File: src/common/isp_pkg.sv
`default_nettype none

package isp_pkg;

    // ----------------------------------------------------------------------
    // data widths
    // ----------------------------------------------------------------------
    localparam int pixel_w = 8;
    localparam int beat_w = 128;
    localparam int lanes = beat_w / pixel_w;
    localparam int sum_w = 18;
    localparam int avg_shift = 10;

    // ----------------------------------------------------------------------
    // dram layout
    // ----------------------------------------------------------------------
    localparam int pic_count = 16;
    localparam int pic_no_w = 4;
    localparam int beats_per_pic = 192;
    localparam int beats_per_channel = 64;
    localparam int beat_cnt_w = 8;
    localparam int axi_addr_w = 32;
    localparam int axi_len_w = 8;
    localparam logic [axi_addr_w-1:0] pic_base_addr = 32'h10000;
    localparam logic [axi_addr_w-1:0] pic_stride = 32'd3072;

    // per-picture division count
    localparam int div_w = 5;
    localparam int div_max = 8;

    // scaler opcode
    typedef enum logic [1:0] {
        ratio_quarter,
        ratio_half,
        ratio_keep,
        ratio_double
    } ratio_t;

    typedef enum logic [2:0] {
        st_idle,
        st_check,
        st_addr,
        st_stream,
        st_resp,
        st_done
    } ctrl_state_t;

    typedef enum logic [1:0] {
        ch_red,
        ch_green,
        ch_blue
    } channel_t;

endpackage

`default_nettype wire

File: src/common/beat_if.sv
`timescale 1ns/10ps
`default_nettype none

// one pixel beat between read side, scaler and average
interface beat_if import isp_pkg::*; ();

    logic              beat_valid;
    logic [beat_w-1:0] beat_data;
    channel_t          beat_channel;
    logic              beat_last;

    modport src (
        output beat_valid,
        output beat_data,
        output beat_channel,
        output beat_last
    );

    modport snk (
        input beat_valid,
        input beat_data,
        input beat_channel,
        input beat_last
    );

endinterface

`default_nettype wire

File: src/exposure/exposure_average.sv
`timescale 1ns/10ps
`default_nettype none

module exposure_average import isp_pkg::*; (
    input  wire logic          clk,
    input  wire logic          rst_n,
    input  wire logic          start,
    input  wire logic          wready,
    beat_if.snk                scaled_beat,
    output logic [pixel_w-1:0] avg,
    output logic               sum_done
);

    logic               take;
    logic [1:0]         wt_shift;
    logic [pixel_w-1:0] weighted [lanes];
    logic [pixel_w+1:0] s1 [lanes/4];
    logic [pixel_w+2:0] s2 [2];
    logic [pixel_w+3:0] s3;
    logic [2:0]         v_pipe;
    logic [2:0]         l_pipe;
    logic [sum_w-1:0]   sum;

    // a beat counts only when it is written
    assign take = scaled_beat.beat_valid && wready;

    // green weighs twice red and blue
    assign wt_shift = (scaled_beat.beat_channel == ch_green) ? 2'd1 : 2'd2;

    always_comb begin
        for (int i = 0; i < lanes; i++) begin
            weighted[i] = scaled_beat.beat_data[i*pixel_w +: pixel_w] >> wt_shift;
        end
    end

    // ----------------------------------------------------------------------
    // adder tree, 16 -> 4 -> 2 -> 1
    // ----------------------------------------------------------------------
    always_ff @(posedge clk) begin
        for (int g = 0; g < lanes / 4; g++) begin
            s1[g] <= weighted[4*g] + weighted[4*g+1] + weighted[4*g+2] + weighted[4*g+3];
        end
        s2[0] <= s1[0] + s1[1];
        s2[1] <= s1[2] + s1[3];
        s3 <= s2[0] + s2[1];
    end

    always_ff @(posedge clk or negedge rst_n) begin
        if (!rst_n) begin
            v_pipe   <= '0;
            l_pipe   <= '0;
            sum      <= '0;
            sum_done <= 1'b0;
        end else begin
            v_pipe <= {v_pipe[1:0], take};
            l_pipe <= {l_pipe[1:0], take && scaled_beat.beat_last};
            if (start) begin
                sum      <= '0;
                sum_done <= 1'b0;
            end else if (v_pipe[2]) begin
                sum <= sum + s3;
                // last beat has left the tree
                if (l_pipe[2]) sum_done <= 1'b1;
            end
        end
    end

    assign avg = sum[sum_w-1:avg_shift];

endmodule

`default_nettype wire

File: src/exposure/exposure_scaler.sv
`timescale 1ns/10ps
`default_nettype none

module exposure_scaler import isp_pkg::*; (
    input  wire logic   clk,
    input  wire logic   rst_n,
    input  wire ratio_t ratio,
    input  wire logic   wready,
    beat_if.snk         read_beat,
    beat_if.src         scaled_beat
);

    logic [beat_w-1:0] scaled;
    logic              hold_valid;
    logic [beat_w-1:0] hold_data;
    channel_t          hold_channel;
    logic              hold_last;

    function automatic logic [pixel_w-1:0] scale_px(input logic [pixel_w-1:0] px,
                                                     input ratio_t r);
        case (r)
            ratio_quarter: return px >> 2;
            ratio_half:    return px >> 1;
            // saturate at 255
            ratio_double:  return px[pixel_w-1] ? '1 : {px[pixel_w-2:0], 1'b0};
            default:       return px;
        endcase
    endfunction

    always_comb begin
        for (int i = 0; i < lanes; i++) begin
            scaled[i*pixel_w +: pixel_w] = scale_px(read_beat.beat_data[i*pixel_w +: pixel_w], ratio);
        end
    end

    // slot stays full until the write channel takes it
    always_ff @(posedge clk or negedge rst_n) begin
        if (!rst_n) begin
            hold_valid <= 1'b0;
        end else if (read_beat.beat_valid) begin
            hold_valid <= 1'b1;
        end else if (wready) begin
            hold_valid <= 1'b0;
        end
    end

    always_ff @(posedge clk) begin
        if (read_beat.beat_valid) begin
            hold_data    <= scaled;
            hold_channel <= read_beat.beat_channel;
            hold_last    <= read_beat.beat_last;
        end
    end

    assign scaled_beat.beat_valid = hold_valid;
    assign scaled_beat.beat_data = hold_data;
    assign scaled_beat.beat_channel = hold_channel;
    assign scaled_beat.beat_last = hold_last;

endmodule

`default_nettype wire

File: src/verilog/isp_ctrl.sv
`timescale 1ns/10ps
`default_nettype none

module isp_ctrl import isp_pkg::*; (
    input  wire logic                  clk,
    input  wire logic                  rst_n,
    input  wire logic                  in_valid,
    input  wire logic [pic_no_w-1:0]   in_pic_no,
    input  wire logic [1:0]            in_ratio_mode,
    input  wire logic                  dark,
    input  wire logic                  sum_done,
    input  wire logic [pixel_w-1:0]    avg,
    input  wire logic                  arready,
    input  wire logic                  rvalid,
    input  wire logic [beat_w-1:0]     rdata,
    input  wire logic                  rlast,
    input  wire logic                  awready,
    input  wire logic                  wready,
    input  wire logic                  bvalid,
    output logic                       out_valid,
    output logic [pixel_w-1:0]         out_data,
    output logic [axi_addr_w-1:0]      araddr,
    output logic [axi_len_w-1:0]       arlen,
    output logic                       arvalid,
    output logic                       rready,
    output logic [axi_addr_w-1:0]      awaddr,
    output logic [axi_len_w-1:0]       awlen,
    output logic                       awvalid,
    output logic                       wvalid,
    output logic                       wlast,
    output logic                       bready,
    output logic [pic_no_w-1:0]        pic_no,
    output ratio_t                     ratio,
    output logic                       update,
    output logic                       start,
    beat_if.src                        read_beat,
    beat_if.snk                        scaled_beat
);

    ctrl_state_t           state;
    ctrl_state_t           state_nxt;
    logic [beat_cnt_w-1:0] rd_cnt;
    logic                  ar_pend;
    logic                  aw_pend;
    logic                  addr_done;
    logic                  rd_fire;
    logic                  w_fire;

    assign rd_fire = rvalid && rready;
    assign w_fire = scaled_beat.beat_valid && wready;
    assign addr_done = (!ar_pend || arready) && (!aw_pend || awready);

    // ----------------------------------------------------------------------
    // request fsm
    // ----------------------------------------------------------------------
    always_comb begin
        state_nxt = state;
        case (state)
            st_idle:   if (in_valid) state_nxt = st_check;
            st_check:  state_nxt = dark ? st_idle : st_addr;
            st_addr:   if (addr_done) state_nxt = st_stream;
            st_stream: if (w_fire && scaled_beat.beat_last) state_nxt = st_resp;
            st_resp:   if (bvalid) state_nxt = st_done;
            st_done:   if (sum_done) state_nxt = st_idle;
            default:   state_nxt = st_idle;
        endcase
    end

    always_ff @(posedge clk or negedge rst_n) begin
        if (!rst_n) begin
            state  <= st_idle;
            pic_no <= '0;
            ratio  <= ratio_keep;
        end else begin
            state <= state_nxt;
            if (state == st_idle && in_valid) begin
                pic_no <= in_pic_no;
                ratio  <= ratio_t'(in_ratio_mode);
            end
        end
    end

    // table write-back and average clear, once per served request
    assign update = (state == st_check) && !dark;
    assign start = update;

    // ----------------------------------------------------------------------
    // axi address channels
    // ----------------------------------------------------------------------
    always_ff @(posedge clk or negedge rst_n) begin
        if (!rst_n) begin
            ar_pend <= 1'b0;
            aw_pend <= 1'b0;
        end else if (update) begin
            ar_pend <= 1'b1;
            aw_pend <= 1'b1;
        end else begin
            if (arready) ar_pend <= 1'b0;
            if (awready) aw_pend <= 1'b0;
        end
    end

    // same address for read and write back
    assign araddr = pic_base_addr + pic_stride * pic_no;
    assign awaddr = araddr;
    assign arlen = axi_len_w'(beats_per_pic - 1);
    assign awlen = arlen;
    assign arvalid = ar_pend;
    assign awvalid = aw_pend;

    // ----------------------------------------------------------------------
    // data channels
    // ----------------------------------------------------------------------
    always_ff @(posedge clk or negedge rst_n) begin
        if (!rst_n) begin
            rd_cnt <= '0;
        end else if (state == st_check) begin
            rd_cnt <= '0;
        end else if (rd_fire) begin
            rd_cnt <= rd_cnt + 1'b1;
        end
    end

    // only read while the scaler slot is free or draining
    assign rready = (state == st_stream) && (rd_cnt != beat_cnt_w'(beats_per_pic))
                    && (!scaled_beat.beat_valid || wready);

    assign read_beat.beat_valid = rd_fire;
    assign read_beat.beat_data = rdata;
    assign read_beat.beat_channel = channel_t'(2'(rd_cnt / beats_per_channel));
    assign read_beat.beat_last = rlast;

    assign wvalid = scaled_beat.beat_valid;
    assign wlast = scaled_beat.beat_valid && scaled_beat.beat_last;
    assign bready = (state == st_resp);

    // answer
    always_ff @(posedge clk or negedge rst_n) begin
        if (!rst_n) begin
            out_valid <= 1'b0;
            out_data  <= '0;
        end else begin
            out_valid <= (state == st_check && dark) || (state == st_done && sum_done);
            out_data  <= (state == st_done) ? avg : '0;
        end
    end

endmodule

`default_nettype wire

File: src/verilog/isp_top.sv
`timescale 1ns/10ps
`default_nettype none

module isp_top import isp_pkg::*; (
    input  wire logic                  clk,
    input  wire logic                  rst_n,
    // request and answer
    input  wire logic                  in_valid,
    input  wire logic [pic_no_w-1:0]   in_pic_no,
    input  wire logic [1:0]            in_ratio_mode,
    output logic                       out_valid,
    output logic [pixel_w-1:0]         out_data,
    // axi read
    output logic [axi_addr_w-1:0]      araddr,
    output logic [axi_len_w-1:0]       arlen,
    output logic                       arvalid,
    input  wire logic                  arready,
    input  wire logic [beat_w-1:0]     rdata,
    input  wire logic                  rlast,
    input  wire logic                  rvalid,
    output logic                       rready,
    // axi write
    output logic [axi_addr_w-1:0]      awaddr,
    output logic [axi_len_w-1:0]       awlen,
    output logic                       awvalid,
    input  wire logic                  awready,
    output logic [beat_w-1:0]          wdata,
    output logic                       wlast,
    output logic                       wvalid,
    input  wire logic                  wready,
    input  wire logic                  bvalid,
    output logic                       bready
);

    logic [pic_no_w-1:0] pic_no;
    ratio_t              ratio;
    logic                update;
    logic                start;
    logic                dark;
    logic                sum_done;
    logic [pixel_w-1:0]  avg;

    beat_if read_beat ();
    beat_if scaled_beat ();

    isp_ctrl u_ctrl (
        .clk(clk), .rst_n(rst_n),
        .in_valid(in_valid), .in_pic_no(in_pic_no), .in_ratio_mode(in_ratio_mode),
        .dark(dark), .sum_done(sum_done), .avg(avg),
        .arready(arready), .rvalid(rvalid), .rdata(rdata), .rlast(rlast),
        .awready(awready), .wready(wready), .bvalid(bvalid),
        .out_valid(out_valid), .out_data(out_data),
        .araddr(araddr), .arlen(arlen), .arvalid(arvalid), .rready(rready),
        .awaddr(awaddr), .awlen(awlen), .awvalid(awvalid),
        .wvalid(wvalid), .wlast(wlast), .bready(bready),
        .pic_no(pic_no), .ratio(ratio), .update(update), .start(start),
        .read_beat(read_beat.src), .scaled_beat(scaled_beat.snk)
    );

    pic_status_table u_table (
        .clk(clk), .rst_n(rst_n),
        .pic_no(pic_no), .ratio(ratio), .update(update),
        .dark(dark)
    );

    exposure_scaler u_scaler (
        .clk(clk), .rst_n(rst_n),
        .ratio(ratio), .wready(wready),
        .read_beat(read_beat.snk), .scaled_beat(scaled_beat.src)
    );

    exposure_average u_average (
        .clk(clk), .rst_n(rst_n),
        .start(start), .wready(wready),
        .scaled_beat(scaled_beat.snk),
        .avg(avg), .sum_done(sum_done)
    );

    // scaled beat goes straight out as write data
    assign wdata = scaled_beat.beat_data;

endmodule

`default_nettype wire

File: src/verilog/pic_status_table.sv
`timescale 1ns/10ps
`default_nettype none

module pic_status_table import isp_pkg::*; (
    input  wire logic                clk,
    input  wire logic                rst_n,
    input  wire logic [pic_no_w-1:0] pic_no,
    input  wire ratio_t              ratio,
    input  wire logic                update,
    output logic                     dark
);

    logic signed [div_w-1:0] div_cnt [pic_count];
    logic signed [div_w-1:0] cur_cnt;
    logic signed [div_w-1:0] raw_cnt;
    logic signed [div_w-1:0] new_cnt;

    assign cur_cnt = div_cnt[pic_no];

    // all divisions used up, picture is black
    assign dark = (cur_cnt == '0);

    // old count minus two plus ratio
    assign raw_cnt = cur_cnt - div_w'(2) + $signed(div_w'(ratio));

    always_comb begin
        if (raw_cnt < 0) begin
            new_cnt = '0;
        end else if (raw_cnt > div_max) begin
            new_cnt = div_w'(div_max);
        end else begin
            new_cnt = raw_cnt;
        end
    end

    always_ff @(posedge clk or negedge rst_n) begin
        if (!rst_n) begin
            for (int i = 0; i < pic_count; i++) begin
                div_cnt[i] <= div_w'(div_max);
            end
        end else if (update) begin
            div_cnt[pic_no] <= new_cnt;
        end
    end

endmodule

`default_nettype wire
File: config.mk
export PLATFORM = sky130hd
export DESIGN_NAME = isp_top
export DESIGN_NICKNAME = d
export VERILOG_FILES = /design/src/common/isp_pkg.sv /design/src/common/beat_if.sv /design/src/exposure/exposure_average.sv /design/src/exposure/exposure_scaler.sv /design/src/verilog/isp_ctrl.sv /design/src/verilog/isp_top.sv /design/src/verilog/pic_status_table.sv
export SDC_FILE = /design/constraint.sdc
export NUM_CORES = 1
export LEC_CHECK = 0
export BUFFER_PORTS_ARGS = -buffer_cell sky130_fd_sc_hd__buf_4
export CORE_ASPECT_RATIO = 1.4
export CORE_MARGIN = 3
export CORE_UTILIZATION = 45
export DETAILED_ROUTE_END_ITERATION = 10
export GPL_ROUTABILITY_DRIVEN = 0
export PLACE_DENSITY = 0.69
export SYNTH_ARGS = -nofsm -noshare
export SYNTH_HDL_FRONTEND = slang
export SYNTH_SLANG_ARGS = --single-unit
File: constraint.sdc
create_clock -name clk -period 4.3 [get_ports clk]
set_input_delay 0.215 -clock clk [delete_from_list [all_inputs] [get_ports clk]]
set_output_delay 0.215 -clock clk [all_outputs]
set_load 0.05 [all_outputs]
# Yosys cells after proc, flatten, opt, wreduce, memory -nomap -nowiden
# Memory sizes are Yosys's and may differ from the RTL's.
# Index checks and enable logic that the tools add are counted.
[totals]
ff_bits = 277
latchBits = 0
ram_bits = 62
romBits = 0
inputBits = 143
output_inout_bits = 223
memories = 2
[memory_table]
columns = ["memory", "depth", "width", "read_ports", "rd_clocked_by_memory_dff", "write_ports", "line", "text"]
rows = [
  ["u_average.s1", 4, 10, 4, 0, 4, "exposure_average.sv:17", "logic [pixel_w+1:0] s1 [lanes/4];"],
  ["u_average.s2", 2, 11, 2, 0, 2, "exposure_average.sv:18", "logic [pixel_w+2:0] s2 [2];"],
]
[classes]
add_sub_neg = 20
n_mul = 1
n_div = 0
order_cmp = 4
n_eq_ne = 14
n_shift = 16
muxes = 62
n_bitwise = 1
n_reduce_logical = 31
[op_table]
columns = ["op", "n"]
rows = [
  ["8-bit one-hot mux with 3 select lines", 16],
  ["8-bit two-way mux", 19],
  ["8-bit by 2-bit right shift with 8-bit output", 16],
  ["10-bit by 8-bit adder with 10-bit output", 8],
  ["80-bit bitwise mux", 1],
  ["8-bit by 8-bit adder with 9-bit output", 4],
  ["18-bit two-way mux", 2],
  ["5-bit two-way mux", 5],
  ["10-bit by 10-bit adder with 11-bit output", 2],
  ["5-bit binary-select mux with 4-bit select", 1],
  ["5-bit demux with 4-bit select", 1],
  ["17-bit by 16-bit adder with 18-bit output (first input constant)", 1],
  ["18-bit by 12-bit adder with 18-bit output", 1],
  ["3-bit one-hot mux with 6 select lines", 1],
  ["3-bit two-way mux", 5],
  ["11-bit by 11-bit adder with 12-bit output", 1],
  ["1-bit logical AND", 12],
  ["2-bit nonzero test", 6],
  ["5-bit by 1-bit < comparator with 1-bit output (second input constant)", 2],
  ["1-bit two-way mux", 9],
  ["8-bit by 1-bit adder with 8-bit output (second input constant)", 1],
  ["8-bit != test (second input constant)", 1],
  ["3-bit by 2-bit == test with 1-bit output (second input constant)", 2],
  ["3-bit == test (second input constant)", 2],
  ["19 further kinds", 30],
]

# Depth between registers and ports, before layout
[logic_depth]
word_depth = 10
depth_mapped = 21

# Modules after synthesis
# Synthesis repeated with hierarchy kept, for this count alone.
[unflattened]
hier_cells = 2053
area_unflattened_um2 = 21840.9
[modules_own_cells]
columns = ["module", "n_inst", "cells_each", "area_per_inst_um2"]
rows = [
  ["exposure_average", 1, 839, 8267.9],
  ["exposure_scaler", 1, 593, 7379.6],
  ["pic_status_table", 1, 284, 3219.3],
  ["isp_ctrl", 1, 337, 2974.1],
]

# Least setup slack after synthesis
# Ideal clock, no wire load.
[synth_path]
path_kind = "register to register"
startpoint = "register u_scaler.hold_valid (netlist: u_scaler.scaled_beat.beat_valid)"
endpoint = "register u_ctrl.rd_cnt[5]"
setup_time_ps = 154
arrival_time_ps = 5724
t_required_ps = 4146
path_slack_ps = -1578
path_stages_with_launch = 9
n_path_buf = 0
path_cell_list = "dfrtp_1 > nor2b_1 > a211oi_1 > nand2_1 > inv_1 > and4_1 > nand3_1 > xor2_1 > nor2_1"
[synth_between]
elab_chain_cells = 5
[synth_rtl]
columns = ["item", "line", "text"]
rows = [
  ["start: declaration", "exposure_scaler.sv:14", "logic hold_valid;"],
  ["start signal: assignment", "exposure_scaler.sv:39", "hold_valid <= 1'b0;"],
  ["start signal: assignment", "exposure_scaler.sv:41", "hold_valid <= 1'b1;"],
  ["start signal: assignment", "exposure_scaler.sv:43", "hold_valid <= 1'b0;"],
  ["1-bit logical NOT", "isp_ctrl.sv:126", "&& (!scaled_beat.beat_valid || wready);"],
  ["1-bit logical OR", "isp_ctrl.sv:126", ""],
  ["1-bit logical AND", "isp_ctrl.sv:126", ""],
  ["net rready", "isp_top.sv:21", "output logic rready,"],
  ["1-bit logical AND", "isp_ctrl.sv:49", "assign rd_fire = rvalid && rready;"],
  ["net read_beat.beat_valid", "beat_if.sv:7", "logic beat_valid;"],
  ["2-bit nonzero test (no line)", "--", ""],
  ["end signal: assignment", "isp_ctrl.sv:120", "rd_cnt <= rd_cnt + 1'b1;"],
  ["end: declaration", "isp_ctrl.sv:42", "logic [beat_cnt_w-1:0] rd_cnt;"],
]
# The timed path passes the listed nets, and every way through them passes these cells.
# A chain may end at the register's enable or synchronous reset.

==> impl_metrics.yaml <==
outcome:
  status: "completed"
clock_network:
  h-tree-depth: 2
  cts_tree: "done"
  clk_pin_slew_ns: 0.06
  clockBufferDepth: 3
  clock-sinks: 323
  numCtsBuffers: 35
  worstSkewPairLatency_ns: 0.52
  cts_root_buf: "clkbuf_16"
cells_and_area:
  stdcell_area_mm2: 0.02458
  n_fill_cell: 3957
  nets: 2481
  utilization_pct: 54.48
  drive_gt1_share_pct: 26.55
  syn_to_final_growth_pct: 19.16
global_route:
  grt_max_degree: 161
  antenna_found_initial: 1
  grt_pass1_vias: 15222
  grt_overflow: 0
  grt_first_pass_wirelength_um: 81970
  grt_use_total_pct: 20.96
critical_path:
  cp-start-kind: "flip-flop"
  end_kind: "flip-flop"
  critPathSlowestCell: "fa_1"
  path_max_fanout: 6
  cpPeakStageDelay_ns: 0.53
  crit_arrival_ns: 4.57
  cp.required_ns: 4.70
  crit_type: "flip-flop to flip-flop"
  crit_chain: "nor2b_4 > buf_4 > mux2_2 > ha_1 > fa_1 > xnor2_1 > fa_1 > inv_1 > ha_1 > a21o_1 > a21oi_1 > nor2b_1 > o21a_1 > o41a_1 > xor2_1"
  cp_top_family: "adder cells"
  path_buf_inv: 2
sta:
  rsz0062_at_grt: "true"
  tightest_slew_ns: 1.041
  slew_violations: 0
  slew_headroom_pct: 30.41
  finalHoldViolations: 0
  tns_ns: 0
  fmax_mhz: 240.3
  final.min_clock_period_ns: 4.162
  setup_viol: 0
  period_share_pct: 96.80
  clock_skew_ns: 0.01083
routing:
  finalWirelength_um: 52320
  drc: 0
  drt_iter0_markers: 643
  vias: 15053
  ant_nets: 0
  vias_per_cell: 5.368
  first_pass_iters: 5
  route.detailed.wl_per_inst_um: 18.66
job:
  max_cap_violations: 0
logic_synthesis:
  synth_edf_count: 131
  syn_inst: 1871
  async_flop_share_pct: 36.53
  netlist-cell-type-count: 66
  yosysSeqAreaShare_pct: 40.66
  ys_seq_elements: 323
  ys.flop_type: "edfxtp_1"
  yosysWarnings: 0
  syn-cell-area_mm2: 0.02063
  synth_area_per_cell_um2: 11.03
floorplanning:
  die_w_um: 187.0
  core-area_mm2: 0.04512
  die_h_um: 259.4
  start_util_pct: 45.72
  die-area_mm2: 0.04849
  rows: 92
  pin_count: 366
placed_design:
  dp_hpwl_um: 40560
  dpl_cell_area_mm2: 0.02325
  io_buffer_count: 297
min_path:
  min_path_type: "primary input to flip-flop"
## cell type report
| cell class | instances | area (µm²) | area share, % |
|---|---|---|---|
| Antenna cell | 1 | 2.502 | 0.01018 |
| Multi-Input combinational cell | 1356 | 11240 | 45.72 |
| Inverter | 114 | 431.7 | 1.756 |
| Sequential cell | 323 | 8397 | 34.16 |
| Tap cell | 611 | 764.5 | 3.110 |
| Clock inverter | 14 | 116.4 | 0.4733 |
| Clock buffer | 49 | 1032 | 4.199 |
| Timing Repair Buffer | 336 | 2600 | 10.58 |
## worst paths after layout
check	start	slack, ns	cells past startpoint	end
hold reg to reg	u_average.l_pipe[1]	0.35	0	u_average.l_pipe[2]
min in group asynchronous	rst_n	0.38	2	u_table.div_cnt[36]
max in group asynchronous	rst_n	2.79	3	u_table.div_cnt[13]
hold / removal	rdata[54]	0.03	3	u_scaler.scaled_beat.beat_data[55]
setup / recovery	u_scaler.scaled_beat.beat_channel[1]	0.14	15	u_average.s1[1][8]
setup reg to reg	u_scaler.scaled_beat.beat_channel[1]	0.14	15	u_average.s1[1][8]
## placed cells by master (no fill, tap or decap), drive strengths merged, types with 13 or more instances in the layout
cell type	count
a211oi	21
a21o	30
a21oi	103
a22o	17
and2	25
and3	13
buf	325
clkbuf	49
conb	84
dfrtp	101
dfstp	17
dfxtp	74
edfxtp	131
fa	46
ha	126
inv	112
mux2	137
mux2i	94
mux4	35
nand2	66
nand2b	21
nand3	28
nor2	110
nor2b	31
nor3	25
o21a	15
o21ai	100
o221ai	47
o22ai	19
xnor2	54
xor2	31
## logic make-up (layout without fill, tap and decap cells)
group           count (synthesis)  count (layout)  share of synthesized area (%)
simple gates                  341             341                          8.024
flops                         323             323                          40.66
xor+xnor                       85              85                          3.645
mux                           266             266                          15.99
buf+inv                       274             513                          6.635
compound gates                408             408                          12.91
fa+ha+maj                     172             172                          12.11
other cells                     2              85                        0.03640
## synth_stat cells (22+ instances only)
cell / number / area share [%]
nor2b_1: 31 / 0.94
a21oi_1: 103 / 2.5
xnor2_1: 53 / 2.3
mux2_2: 137 / 7.5
clkbuf_1: 55 / 1.0
o21ai_0: 100 / 2.4
ha_1: 126 / 7.6
nand2_1: 66 / 1.2
dfrtp_1: 101 / 12
buf_4: 75 / 2.7
nor2_1: 110 / 2.0
and2_1: 22 / 0.67
a21o_1: 30 / 1.1
nand3_1: 28 / 0.68
xor2_1: 31 / 1.3
dfxtp_1: 74 / 7.2
edfxtp_1: 131 / 19
fa_1: 46 / 4.5
o221ai_1: 47 / 2.0
mux4_2: 28 / 3.1
nor3_1: 25 / 0.61
inv_1: 113 / 2.1
mux2i_1: 94 / 4.6
## flip-flops by register name (all words and copies together) (netlist names), 2 cells and up
signal	cells
u_average.v_pipe	3
u_average.s1	40
u_average.s3	12
u_ctrl.rd_cnt	8
u_scaler.scaled_beat.beat_data	128
u_scaler.scaled_beat.beat_channel	2
u_ctrl.out_data	8
u_average.s2	22
u_table.div_cnt	64
u_average.sum	18
u_average.l_pipe	3
u_ctrl.state	3
u_ctrl.pic_no	4
u_ctrl.ratio	2
## per-layer routing
| layer | global-route usage [%] | up-vias | share of wire [%] | wire [µm] |
|---|---|---|---|---|
| li1 | - | 7254 | - | - |
| met1 | 24.10 | 7251 | 39 | 20250 |
| met2 | 38.20 | 452 | 51 | 26900 |
| met3 | 4.215 | 96 | 5.9 | 3110 |
| met4 | 8.342 | 0 | 3.9 | 2061 |
| met5 | 0 | - | 0 | 0 |
## per-stage QoR
stage | std cells | hold slack, ns | setup WS [ns]
finish | 2804 | 0.03279 | 0.1378
global route | 2804 | 0.02943 | -0.01320
CTS | 2799 | 0.01055 | 0.07112
detailed placement | 2725 | 0.3347 | 0.09734
global placement | 2725 | 0.3341 | 0.1755
floorplan | 1953 | -0.08059 | 0.05587
## timing repair
action | in CTS | in global routing
gates resized for setup | 0 | 11
hold buffers | 11 | 0
hold endpoints to repair | 81 | 0
buffers inserted | 0 | 4
setup endpoints to repair | 0 | 22
## worst min-delay path: cells and delay by family
family	cells	cell delay, ns
buffers and inverters	1	0.09
AO/OA/AOI/OAI	1	0.06
AND/OR/NAND/NOR	1	0.07
Power is not shown: default switching activity piles up to over one toggle a cycle in this logic, so the estimate is an artifact.
